==> src/merge_data_cfg.svh <==
// Build constants for the merge engine
// Included by the package and by every module that sizes ports or FIFOs
`ifndef MERGE_DATA_CFG_SVH
`define MERGE_DATA_CFG_SVH

// Engine lanes feeding one merge
`define MD_NUM_LANES 4

// Packet fields
`define MD_DATA_W 32
`define MD_TAG_W 8

// Entries in every lane FIFO and in the output FIFO
`define MD_FIFO_DEPTH 16

// Fill level that raises prog_full, leaves headroom for
// the register stages in front of each FIFO
`define MD_PROG_THRESH 12

// Merge count field of the configuration word
`define MD_COUNT_W 20

`endif

==> src/merge_data_pkg.sv <==
// Packet and configuration types shared by the merge engine modules
// Referenced with scoped names, never imported
`include "merge_data_cfg.svh"

package merge_data_pkg;

    // -------------------------------------------------------------------
    // Packets
    // -------------------------------------------------------------------

    // FIFO storage word
    typedef struct packed {
        logic [`MD_TAG_W-1:0]  tag;
        logic [`MD_DATA_W-1:0] data;
    } packet_payload_t;

    // Used on every packet port
    typedef struct packed {
        logic            valid;
        packet_payload_t payload;
    } memory_packet_t;

    // -------------------------------------------------------------------
    // Configuration
    // -------------------------------------------------------------------

    // Lane mask sits in the top bits of the memory data word
    typedef struct packed {
        logic [`MD_NUM_LANES-1:0] lane_mask;
        logic [`MD_TAG_W-1:0]     out_tag;
        logic [`MD_COUNT_W-1:0]   merge_count;
    } merge_config_t;

    // Same memory data word seen raw or as decoded fields
    typedef union packed {
        logic [`MD_DATA_W-1:0] raw;
        merge_config_t         cfg;
    } config_word_u;

endpackage

==> src/merge_fifo.sv <==
// Synchronous FIFO with first-word-fall-through head and programmable full
// Used for every engine lane and for the request output
`timescale 1ns/1ps
`include "merge_data_cfg.svh"

module merge_fifo #(
    parameter int DEPTH       = `MD_FIFO_DEPTH,
    parameter int PROG_THRESH = `MD_PROG_THRESH
) (
    input  logic                            ap_clk,
    input  logic                            areset_csr_engine,
    input  merge_data_pkg::packet_payload_t din,
    input  logic                            wr_en,
    input  logic                            rd_en,
    output merge_data_pkg::packet_payload_t dout,
    output logic                            valid,
    output logic                            full,
    output logic                            prog_full
);

    localparam int PTR_W = (DEPTH > 1) ? $clog2(DEPTH) : 1;
    localparam int CNT_W = $clog2(DEPTH + 1);

    merge_data_pkg::packet_payload_t mem [DEPTH];

    logic [PTR_W-1:0] wr_ptr;
    logic [PTR_W-1:0] rd_ptr;
    logic [CNT_W-1:0] count;
    logic             do_write;
    logic             do_read;

    // Writes while full and reads while empty are dropped
    assign do_write = wr_en & ~full;
    assign do_read  = rd_en & valid;

    // -------------------------------------------------------------------
    // Storage
    // -------------------------------------------------------------------
    always_ff @(posedge ap_clk) begin
        if (do_write) begin
            mem[wr_ptr] <= din;
        end
    end

    // -------------------------------------------------------------------
    // Pointers and fill counter
    // -------------------------------------------------------------------
    always_ff @(posedge ap_clk) begin
        if (areset_csr_engine) begin
            wr_ptr <= '0;
            rd_ptr <= '0;
            count  <= '0;
        end else begin
            if (do_write) begin
                wr_ptr <= (wr_ptr == PTR_W'(DEPTH - 1)) ? '0 : wr_ptr + 1'b1;
            end
            if (do_read) begin
                rd_ptr <= (rd_ptr == PTR_W'(DEPTH - 1)) ? '0 : rd_ptr + 1'b1;
            end
            case ({do_write, do_read})
                2'b10:   count <= count + 1'b1;
                2'b01:   count <= count - 1'b1;
                default: count <= count;
            endcase
        end
    end

    // Head of queue shows without a read
    assign dout      = mem[rd_ptr];
    assign valid     = (count != '0);
    assign full      = (count == CNT_W'(DEPTH));
    assign prog_full = (count >= CNT_W'(PROG_THRESH));

endmodule

==> src/merge_config.sv <==
// Captures the configuration word from the memory response port
// Decoded fields stay frozen while the generator runs
`timescale 1ns/1ps

module merge_config (
    input  logic                           ap_clk,
    input  logic                           areset_csr_engine,
    input  merge_data_pkg::memory_packet_t response_memory,
    input  logic                           busy,
    output merge_data_pkg::merge_config_t  config_out,
    output logic                           cfg_valid
);

    merge_data_pkg::config_word_u config_word;
    logic                         capture;

    // Memory data word viewed as configuration fields
    assign config_word.raw = response_memory.payload.data;

    // Words arriving during a run are dropped
    assign capture = response_memory.valid & ~busy;

    // -------------------------------------------------------------------
    // Configuration state
    // -------------------------------------------------------------------
    always_ff @(posedge ap_clk) begin
        if (areset_csr_engine) begin
            cfg_valid <= 1'b0;
        end else if (capture) begin
            cfg_valid <= 1'b1;
        end
    end

    always_ff @(posedge ap_clk) begin
        if (capture) begin
            config_out <= config_word.cfg;
        end
    end

endmodule

==> src/merge_generator.sv <==
// Merge control: start and done, lane gathering, summing, output push
// Pops one packet from each enabled lane per merge and pushes their sum
`timescale 1ns/1ps
`include "merge_data_cfg.svh"

module merge_generator (
    input  logic                            ap_clk,
    input  logic                            areset_csr_engine,
    input  logic                            start,
    input  merge_data_pkg::merge_config_t   config_in,
    input  logic                            cfg_valid,
    input  merge_data_pkg::packet_payload_t lane_head [`MD_NUM_LANES],
    input  logic [`MD_NUM_LANES-1:0]        lane_valid,
    input  logic                            out_prog_full,
    output logic [`MD_NUM_LANES-1:0]        lane_pop,
    output merge_data_pkg::memory_packet_t  push,
    output logic                            busy,
    output logic                            done
);

    // Run configuration latched at start
    logic [`MD_NUM_LANES-1:0] lane_mask_q;
    logic [`MD_TAG_W-1:0]     out_tag_q;
    logic [`MD_COUNT_W-1:0]   remaining;

    logic                     start_run;
    logic                     lanes_ready;
    logic                     fire;
    logic                     finish;
    logic [`MD_DATA_W-1:0]    lane_sum;

    // -------------------------------------------------------------------
    // Control decode
    // -------------------------------------------------------------------
    assign start_run = start & cfg_valid & ~busy;

    // Masked lanes count as ready
    assign lanes_ready = &(lane_valid | ~lane_mask_q);

    assign fire = busy & lanes_ready & ~out_prog_full & (remaining != '0);

    // Last push is in the register once the count hits zero
    assign finish = busy & (remaining == '0);

    assign lane_pop = {`MD_NUM_LANES{fire}} & lane_mask_q;

    // Add the data words of enabled lanes, wraps modulo 2^32
    always_comb begin
        lane_sum = '0;
        for (int i = 0; i < `MD_NUM_LANES; i++) begin
            if (lane_mask_q[i]) begin
                lane_sum = lane_sum + lane_head[i].data;
            end
        end
    end

    // -------------------------------------------------------------------
    // Run state
    // -------------------------------------------------------------------
    always_ff @(posedge ap_clk) begin
        if (areset_csr_engine) begin
            busy      <= 1'b0;
            done      <= 1'b1;
            remaining <= '0;
        end else begin
            if (start_run) begin
                busy      <= 1'b1;
                done      <= 1'b0;
                remaining <= config_in.merge_count;
            end else if (finish) begin
                busy <= 1'b0;
                done <= 1'b1;
            end else if (fire) begin
                remaining <= remaining - 1'b1;
            end
        end
    end

    always_ff @(posedge ap_clk) begin
        if (start_run) begin
            lane_mask_q <= config_in.lane_mask;
            out_tag_q   <= config_in.out_tag;
        end
    end

    // -------------------------------------------------------------------
    // Output packet, pushed the cycle after the merge fires
    // -------------------------------------------------------------------
    always_ff @(posedge ap_clk) begin
        if (areset_csr_engine) begin
            push.valid <= 1'b0;
        end else begin
            push.valid <= fire;
        end
    end

    always_ff @(posedge ap_clk) begin
        if (fire) begin
            push.payload.tag  <= out_tag_q;
            push.payload.data <= lane_sum;
        end
    end

endmodule

==> src/engine_merge_data.sv <==
// Merge engine top: registers all ports, buffers lanes and requests in FIFOs
// Configuration word on the memory port, then a descriptor strobe starts a run
`timescale 1ns/1ps
`include "merge_data_cfg.svh"

module engine_merge_data (
    input  logic                           ap_clk,
    input  logic                           areset_csr_engine,
    input  logic                           descriptor_valid,
    input  merge_data_pkg::memory_packet_t response_engine_in [`MD_NUM_LANES],
    input  merge_data_pkg::memory_packet_t response_memory_in,
    input  logic                           request_ready,
    output logic [`MD_NUM_LANES-1:0]       lane_prog_full,
    output merge_data_pkg::memory_packet_t request_engine_out,
    output logic                           done_out
);

    logic areset_local;

    // Registered inputs
    merge_data_pkg::memory_packet_t  response_engine_in_reg [`MD_NUM_LANES];
    merge_data_pkg::memory_packet_t  response_memory_in_reg;
    logic                            descriptor_valid_reg;
    logic                            request_ready_reg;

    // Lane FIFOs
    merge_data_pkg::packet_payload_t lane_head [`MD_NUM_LANES];
    logic [`MD_NUM_LANES-1:0]        lane_valid;
    logic [`MD_NUM_LANES-1:0]        lane_pop;
    logic [`MD_NUM_LANES-1:0]        lane_prog_full_int;

    // Output FIFO
    merge_data_pkg::packet_payload_t out_dout;
    logic                            out_valid;
    logic                            out_prog_full;

    // Config and generator
    merge_data_pkg::merge_config_t   config_word;
    logic                            cfg_valid;
    merge_data_pkg::memory_packet_t  gen_push;
    logic                            gen_busy;
    logic                            gen_done;

    // Local reset fanned out to every submodule
    always_ff @(posedge ap_clk) begin
        areset_local <= areset_csr_engine;
    end

    // -------------------------------------------------------------------
    // Input registers
    // -------------------------------------------------------------------
    always_ff @(posedge ap_clk) begin
        if (areset_local) begin
            for (int i = 0; i < `MD_NUM_LANES; i++) begin
                response_engine_in_reg[i].valid <= 1'b0;
            end
            response_memory_in_reg.valid <= 1'b0;
            descriptor_valid_reg         <= 1'b0;
            request_ready_reg            <= 1'b0;
        end else begin
            for (int i = 0; i < `MD_NUM_LANES; i++) begin
                response_engine_in_reg[i].valid <= response_engine_in[i].valid;
            end
            response_memory_in_reg.valid <= response_memory_in.valid;
            descriptor_valid_reg         <= descriptor_valid;
            request_ready_reg            <= request_ready;
        end
    end

    always_ff @(posedge ap_clk) begin
        for (int i = 0; i < `MD_NUM_LANES; i++) begin
            response_engine_in_reg[i].payload <= response_engine_in[i].payload;
        end
        response_memory_in_reg.payload <= response_memory_in.payload;
    end

    // -------------------------------------------------------------------
    // Output registers
    // -------------------------------------------------------------------
    always_ff @(posedge ap_clk) begin
        if (areset_local) begin
            request_engine_out.valid <= 1'b0;
            done_out                 <= 1'b1;
            lane_prog_full           <= '0;
        end else begin
            // A request leaves only when the head is popped
            request_engine_out.valid <= out_valid & request_ready_reg;
            done_out                 <= gen_done;
            lane_prog_full           <= lane_prog_full_int;
        end
    end

    always_ff @(posedge ap_clk) begin
        request_engine_out.payload <= out_dout;
    end

    // -------------------------------------------------------------------
    // FIFOs
    // -------------------------------------------------------------------
    for (genvar i = 0; i < `MD_NUM_LANES; i++) begin : g_lane_fifo
        merge_fifo #(
            .DEPTH       (`MD_FIFO_DEPTH),
            .PROG_THRESH (`MD_PROG_THRESH)
        ) u_lane_fifo (
            .ap_clk            (ap_clk),
            .areset_csr_engine (areset_local),
            .din               (response_engine_in_reg[i].payload),
            .wr_en             (response_engine_in_reg[i].valid),
            .rd_en             (lane_pop[i]),
            .dout              (lane_head[i]),
            .valid             (lane_valid[i]),
            .full              (),
            .prog_full         (lane_prog_full_int[i])
        );
    end

    merge_fifo #(
        .DEPTH       (`MD_FIFO_DEPTH),
        .PROG_THRESH (`MD_PROG_THRESH)
    ) u_out_fifo (
        .ap_clk            (ap_clk),
        .areset_csr_engine (areset_local),
        .din               (gen_push.payload),
        .wr_en             (gen_push.valid),
        .rd_en             (request_ready_reg),
        .dout              (out_dout),
        .valid             (out_valid),
        .full              (),
        .prog_full         (out_prog_full)
    );

    // -------------------------------------------------------------------
    // Configuration and generator
    // -------------------------------------------------------------------
    merge_config u_config (
        .ap_clk            (ap_clk),
        .areset_csr_engine (areset_local),
        .response_memory   (response_memory_in_reg),
        .busy              (gen_busy),
        .config_out        (config_word),
        .cfg_valid         (cfg_valid)
    );

    merge_generator u_generator (
        .ap_clk            (ap_clk),
        .areset_csr_engine (areset_local),
        .start             (descriptor_valid_reg),
        .config_in         (config_word),
        .cfg_valid         (cfg_valid),
        .lane_head         (lane_head),
        .lane_valid        (lane_valid),
        .out_prog_full     (out_prog_full),
        .lane_pop          (lane_pop),
        .push              (gen_push),
        .busy              (gen_busy),
        .done              (gen_done)
    );

endmodule

==> config.mk <==
export PLATFORM = sky130hd
export DESIGN_NAME = engine_merge_data
export DESIGN_NICKNAME = d
export VERILOG_FILES = /design/src/merge_data_pkg.sv /design/src/merge_fifo.sv /design/src/merge_config.sv /design/src/merge_generator.sv /design/src/engine_merge_data.sv
export VERILOG_INCLUDE_DIRS = /design/src
export SDC_FILE = /design/constraint.sdc
export NUM_CORES = 2
export LEC_CHECK = 0
export ABC_AREA = 0
export BUFFER_PORTS_ARGS = -buffer_cell sky130_fd_sc_hd__buf_2
export CAP_MARGIN = 0
export CORE_UTILIZATION = 62
export CTS_CLUSTER_SIZE = 16
export DETAILED_ROUTE_END_ITERATION = 10
export MAX_ROUTING_LAYER = met4
export PLACE_DENSITY = 0.84
export SLEW_MARGIN = 20
export SYNTH_ARGS = -nofsm -noshare
export SYNTH_HDL_FRONTEND = slang
export SYNTH_SLANG_ARGS = --single-unit
export TNS_END_PERCENT = 1
==> constraint.sdc <==
create_clock -name ap_clk -period 12.65 [get_ports ap_clk]
set_input_delay 0.6325 -clock ap_clk [delete_from_list [all_inputs] [get_ports ap_clk]]
set_output_delay 0.6325 -clock ap_clk [all_outputs]
set_load 0.01 [all_outputs]
After elaboration in Yosys (flattened, before gate mapping)
Memories as Yosys holds them, arrays and structs flattened. A register that Yosys moved wholly into a read port is not among the register bits.
Index checks and enable logic that the tools add are counted.
{"block": "totals", "in_bits": 209, "out_inout_bits": 46, "latchBits": 0, "mem_count": 6, "romBits": 0, "mem_bits_rw": 3364, "reg_bits": 215}
{"block": "classes", "mux": 51, "n_eq_ne": 26, "shifts": 0, "div_mod_pow": 0, "n_mul": 0, "bitwise": 31, "n_lt_le_gt_ge": 5, "n_addsub": 24, "n_reduce_logical": 16}
{"name": "g_lane_fifo[0].u_lane_fifo.mem", "words": 16, "word_bits": 40, "rd": 1, "rd_ports_with_merged_regs": 1, "wr": 1, "line_no": "merge_fifo.sv:24", "rtl": "merge_data_pkg::packet_payload_t mem [DEPTH];"}
{"name": "g_lane_fifo[1].u_lane_fifo.mem", "words": 16, "word_bits": 40, "rd": 1, "rd_ports_with_merged_regs": 1, "wr": 1, "line_no": "merge_fifo.sv:24"}
{"name": "g_lane_fifo[2].u_lane_fifo.mem", "words": 16, "word_bits": 40, "rd": 1, "rd_ports_with_merged_regs": 1, "wr": 1, "line_no": "merge_fifo.sv:24"}
{"name": "g_lane_fifo[3].u_lane_fifo.mem", "words": 16, "word_bits": 40, "rd": 1, "rd_ports_with_merged_regs": 1, "wr": 1, "line_no": "merge_fifo.sv:24"}
{"name": "u_out_fifo.mem", "words": 16, "word_bits": 40, "rd": 1, "rd_ports_with_merged_regs": 1, "wr": 1, "line_no": "merge_fifo.sv:24"}
{"name": "response_engine_in_reg", "words": 4, "word_bits": 41, "rd": 4, "rd_ports_with_merged_regs": 0, "wr": 4, "line_no": "engine_merge_data.sv:21", "rtl": "merge_data_pkg::memory_packet_t response_engine_in_reg [`MD_NUM_LANES];"}
{"cell": "$mux 32", "count": 4}
{"cell": "$add 32x32->32", "count": 3}
{"cell": "$mux 4", "count": 18}
{"cell": "$mux 20", "count": 3}
{"cell": "$pmux 5 s2", "count": 5}
{"cell": "$add 4x1->4 const B", "count": 10}
{"cell": "$eq 4x4->1 const B", "count": 10}
{"cell": "$add 5x1->5 const B", "count": 5}
{"cell": "$eq 5x5->1 const B", "count": 5}
{"cell": "$ge 5x4->1 const B", "count": 5}
{"cell": "$reduce_bool 5->1", "count": 5}
{"cell": "$sub 5x1->5 const B", "count": 5}
{"cell": "$mux 1", "count": 21}
{"cell": "$logic_not 20->1", "count": 1}
{"cell": "$reduce_bool 20->1", "count": 1}
{"cell": "$sub 20x1->20 const B", "count": 1}
{"cell": "$and 1x1->1", "count": 17}
{"cell": "$reduce_bool 2->1", "count": 7}
{"cell": "$eq 2x1->1 const B", "count": 5}
{"cell": "$eq 2x2->1 const B", "count": 5}
{"cell": "$not 1->1", "count": 7}
{"cell": "$and 4x4->4", "count": 1}
{"cell": "$not 4->4", "count": 1}
{"cell": "$or 1x1->1", "count": 4}
{"cell": "other kinds (4)", "count": 4}

Logic depth before layout (Yosys ltp)
{"block": "depth", "depth_word": 10, "depth_mapped": 39, "mapped_depth_nobuf": 35}

Hierarchy
Synthesis repeated with hierarchy kept, for this count alone.
{"block": "hier_totals", "hier_cells": 6396, "hier_area_um2": 140873.9}
{"mod": "merge_fifo", "seq_area_each_um2": 19558.8, "cells_per_inst": 1009, "area_per_inst_um2": 25201.7, "instances": 5}
{"mod": "merge_generator", "seq_area_each_um2": 2021.9, "cells_per_inst": 1048, "area_per_inst_um2": 8680.8, "instances": 1}
{"mod": "engine_merge_data", "seq_area_each_um2": 5084.9, "cells_per_inst": 268, "area_per_inst_um2": 5180.0, "instances": 1}
{"mod": "merge_config", "seq_area_each_um2": 980.9, "cells_per_inst": 35, "area_per_inst_um2": 1004.7, "instances": 1}

Worst setup path before layout
OpenSTA, ideal clock, no wires.
{"block": "synth_path", "kind": "flip-flop to flip-flop", "start": "register (tool-made name)", "end": "register u_generator.push[30] in the netlist's numbering (data pin)", "path_buffers": 3, "period_less_slack_ns": 9.119, "t_required_ns": 12.390, "path_stages_with_launch": 36, "arrival_ns": 8.860, "path_slack_ns": 3.531, "path_cell_list": "dfxtp_1 buf_1 buf_1 buf_1 mux4_2 mux4_2 ha_1 fa_1 a21o_1 a21oi_2 o21ai_1 a221o_1 a31o_2 xor2_1 a21oi_1 inv_1 ha_1 and3_1 a31oi_1 nand3_1 a21oi_1 o31a_1 o31ai_1 o22ai_1 xnor2_1 mux2_2 ha_1 and3_1 a221o_1 a21oi_1 o21bai_1 a41o_1 a211o_1 a21oi_1 xnor2_1 mux2_2"}
{"element": "end, declared", "line_no": "merge_generator.sv:16", "rtl": "output merge_data_pkg::memory_packet_t push,"}

==> results.txt <==
Outcome -> complete, no violations
Design Power -> 21.27 mW
Slowest-stage cell, CP -> dfxtp_4
Seq/Total Area, Yosys -> 75.44%
Skew-Pair Late Insertion Delay -> 0.97 ns
MaxCap Viol Count -> 0
Total core area -> 190200 µm²
Most used cell, CP -> a21oi_1
R2R depth -> 35
Asr flop ratio synth -> 0%
Post-synth EDFFs -> 2772
Area leader, netlist -> edfxtp_1
VDD IR max -> 0.1216 mV
Hold buffers post-CTS -> 165
Clock Power Share -> 43.5%
Final Skew -> 0.06421 ns
Post-layout util -> 71.17%
Peak Freq -> 96.96 MHz
Int Power -> 16.75 mW
H-Tree Depth -> 5
CP Class -> flop to flop
RSZ-0062 raised after global routing -> no
Final Hold Fails -> 0
Synth Register Bits -> 3091
Post-synth top area share -> 70.07%
Reg area -> 89680 µm²
Syn_area_per_cell -> 21.31 µm²
Initial antenna violation count -> 30
Critical path data required time -> 13.36 ns
Max reg flops -> 2048
Area delta synth->final -> 13.93%
Max Slew Vio Count -> 0
Part of the power in combinational logic -> 3.5%
Fin crit share -> 81.53%
Boundary pin count -> 255
Worst R2R Setup Slack -> 2.34 ns
CTS root buf -> clkbuf_16
Netlist cell types -> 72
Die ar. -> 193400 µm²
Tot GR Track Use -> 35.05%
Setup TNS -> 0 ns
Relative slew slack -> 23.70%
CP max stage delay -> 0.81 ns
CP Launch Type -> flop
Post-Synthesis Cell Area -> 118800 µm²
Fin crit period -> 10.31 ns
Most common flop cell mapped by yosys -> edfxtp_1
Largest net degree at the start of global routing -> 101
Final nets -> 6499
Cts bufs inserted -> 312
Synth area leaders -> edfxtp_1 (70%), mux4_2 (16%), dfxtp_1 (5.4%)
Pwr/cell area -> 157.2 nW/µm²
Setup Fix Bufs, Post-CTS -> 0
Post-CTS resize count -> 0
CTS Buffer Depth -> 4
Placer Congestion -> 0.9290
IO buf count -> 214
FILL cells -> 10100
Psw -> 4.526 mW
Vias -> 62790
Worst-path fanout max -> 67
Post-DP HPWL -> 160900 µm
First-pass detailed-route iteration total -> 6
Hold WC Path Type -> input port to flop
Critical Path AT -> 11.02 ns
Crit end category -> flop
Reg power frac -> 53.0%
Total Wirelength -> 324200 µm
Vias in the first global route -> 64090
Cells after Synth -> 5575
First-pass GRT wire length -> 460800 µm
CTS tree -> done
Synthesized net count -> 5934
Worst-margin pin slew -> 1.138 ns
Clock transition at path regs -> 0.07 ns
Routed vias/inst -> 7.047
Aggregate global routing overflow -> 0
DRT iter0 DRCs -> 9187
Die Ht -> 439.7 µm
Initial Util -> 62.47%
Hold-critical path depth -> 2
WL per Instance -> 36.39 µm
Number of routed nets with antenna violations -> 0
Sw frac -> 21.28%
Drt drc -> 0
DIE WIDTH -> 439.7 µm
Area of the multi-input gates -> 28430 µm²
Cell family with most CP delay -> compound AO/OA/AOI/OAI gates
Crit path depth -> 35
Clock sinks -> 3091
Setup violations, final -> 0
Share of cells above drive strength 1 -> 27.87%
Syn. warnings -> 0
FP Rows -> 160
Static Leakage -> 43.24 nW
Worst path bufs/invs -> 3
power by group through the flow:
stage | clock network (mW) | registers [mW] | logic, mW
5_1_grt | 9.65 | 11.3 | 0.779
6_report | 9.25 | 11.3 | 0.744
3_5_place_dp | 0 | 11.5 | 0.650
2_1_floorplan | 0 | 11.4 | 0.422
4_1_cts | 9.24 | 11.3 | 0.711
3_3_place_gp | 0 | 11.5 | 0.635
through the flow:
| stage | hold slack (ns) | cell area (µm²) | setup WS (ns) | cells |
|---|---|---|---|---|
| 3_5_place_dp | 0.3896 | 123600 | 2.647 | 8170 |
| 4_1_cts | 0.03752 | 135200 | 2.517 | 8882 |
| 3_3_place_gp | 0.3890 | 123600 | 2.716 | 8170 |
| 5_1_grt | 0.07256 | 135300 | 1.884 | 8907 |
| 6_report | 0.1114 | 135300 | 2.336 | 8910 |
| 2_1_floorplan | 0.3855 | 118800 | 3.531 | 5575 |
layer usage:
metal | wire length [µm] | GRT usage (%)
met1 | 105700 | 42.55
met4 | 22050 | 20.14
met2 | 160400 | 55.22
met5 | 0 | -
met3 | 36090 | 7.228
layout make-up:
type | instances | area share [%]
antenna | 26 | 0.04807
clock buffer | 408 | 6.375
clock inverter | 139 | 0.9707
inverter | 89 | 0.2468
multi-input combinational | 2143 | 21.01
sequential | 3091 | 66.26
tap | 2511 | 2.321
timing repair buffer | 503 | 2.769
placed cells by master (no fill, tap or decap), types with 20 or more instances in the layout:
cell type,netlist,routed
xor2_1,64,64
o21ai_0,63,63
and2_1,24,24
clkbuf_16,0,320
a21oi_1,147,147
mux2_2,37,37
diode_2,0,26
clkbuf_1,159,59
bufinv_16,0,24
nor2_1,207,147
buf_2,19,214
dlygate4sd3_1,0,165
nor3_1,47,27
xnor2_1,72,72
clkbuf_8,0,29
buf_4,1,115
nor2_4,0,60
nand2_1,125,125
a21o_1,53,53
mux2i_1,20,20
ha_1,142,142
inv_1,88,87
dfxtp_1,319,298
mux4_2,839,839
edfxtp_1,2772,2772
a211oi_1,31,31
clkinv_1,1,52
nand2b_1,22,22
clkinv_2,0,43
path summary, 6_finish.rpt:
path	start	to
hold / removal	response_engine_in[40]	response_engine_in_reg[3][40]
setup / recovery	flop	u_generator.push[27]
hold reg to reg	response_memory_in_reg[15]	u_config.config_out[15]
setup reg to reg	flop	u_generator.push[27]
kinds of logic (layout without fill, tap and decap cells):
| logic type | after synthesis | in the layout | synth area share (%) |
|---|---|---|---|
| AOI/OAI and AO/OA | 411 | 411 | 2.191 |
| xor gates and xnor gates | 137 | 137 | 1.022 |
| adders and majority gates | 150 | 150 | 1.630 |
| buffers and inverters | 341 | 1139 | 1.113 |
| DFF | 3091 | 3091 | 75.44 |
| muxes | 896 | 896 | 16.42 |
| other | 0 | 26 | 0 |
| and+or+nand+nor | 549 | 549 | 2.178 |
cells in the mapped netlist (4+ instances only):
| master | instances |
|---|---|
| edfxtp_1 | 2772 |
| mux4_2 | 839 |
| dfxtp_1 | 319 |
| nor2_1 | 207 |
| clkbuf_1 | 159 |
| a21oi_1 | 147 |
| ha_1 | 142 |
| nand2_1 | 125 |
| inv_1 | 88 |
| xnor2_1 | 72 |
| buf_1 | 71 |
| xor2_1 | 64 |
| o21ai_0 | 63 |
| a21o_1 | 53 |
| nor3_1 | 47 |
| mux2_2 | 37 |
| a211oi_1 | 31 |
| and2_1 | 24 |
| nand2b_1 | 22 |
| mux2i_1 | 20 |
| nor2b_1 | 20 |
| and3_1 | 19 |
| buf_2 | 19 |
| nand3_1 | 17 |
| o21a_1 | 17 |
| a31oi_1 | 16 |
| o21bai_1 | 15 |
| or3_1 | 15 |
| nand4_1 | 14 |
| nor4_1 | 12 |
| o31ai_1 | 10 |
| fa_1 | 8 |
| o21ai_1 | 7 |
| o211ai_1 | 6 |
| a21boi_0 | 5 |
| a21boi_1 | 5 |
| or2_2 | 5 |
| or4_1 | 5 |
| a221o_1 | 4 |
| a311oi_1 | 4 |
Power figures use the tool's default switching activity.
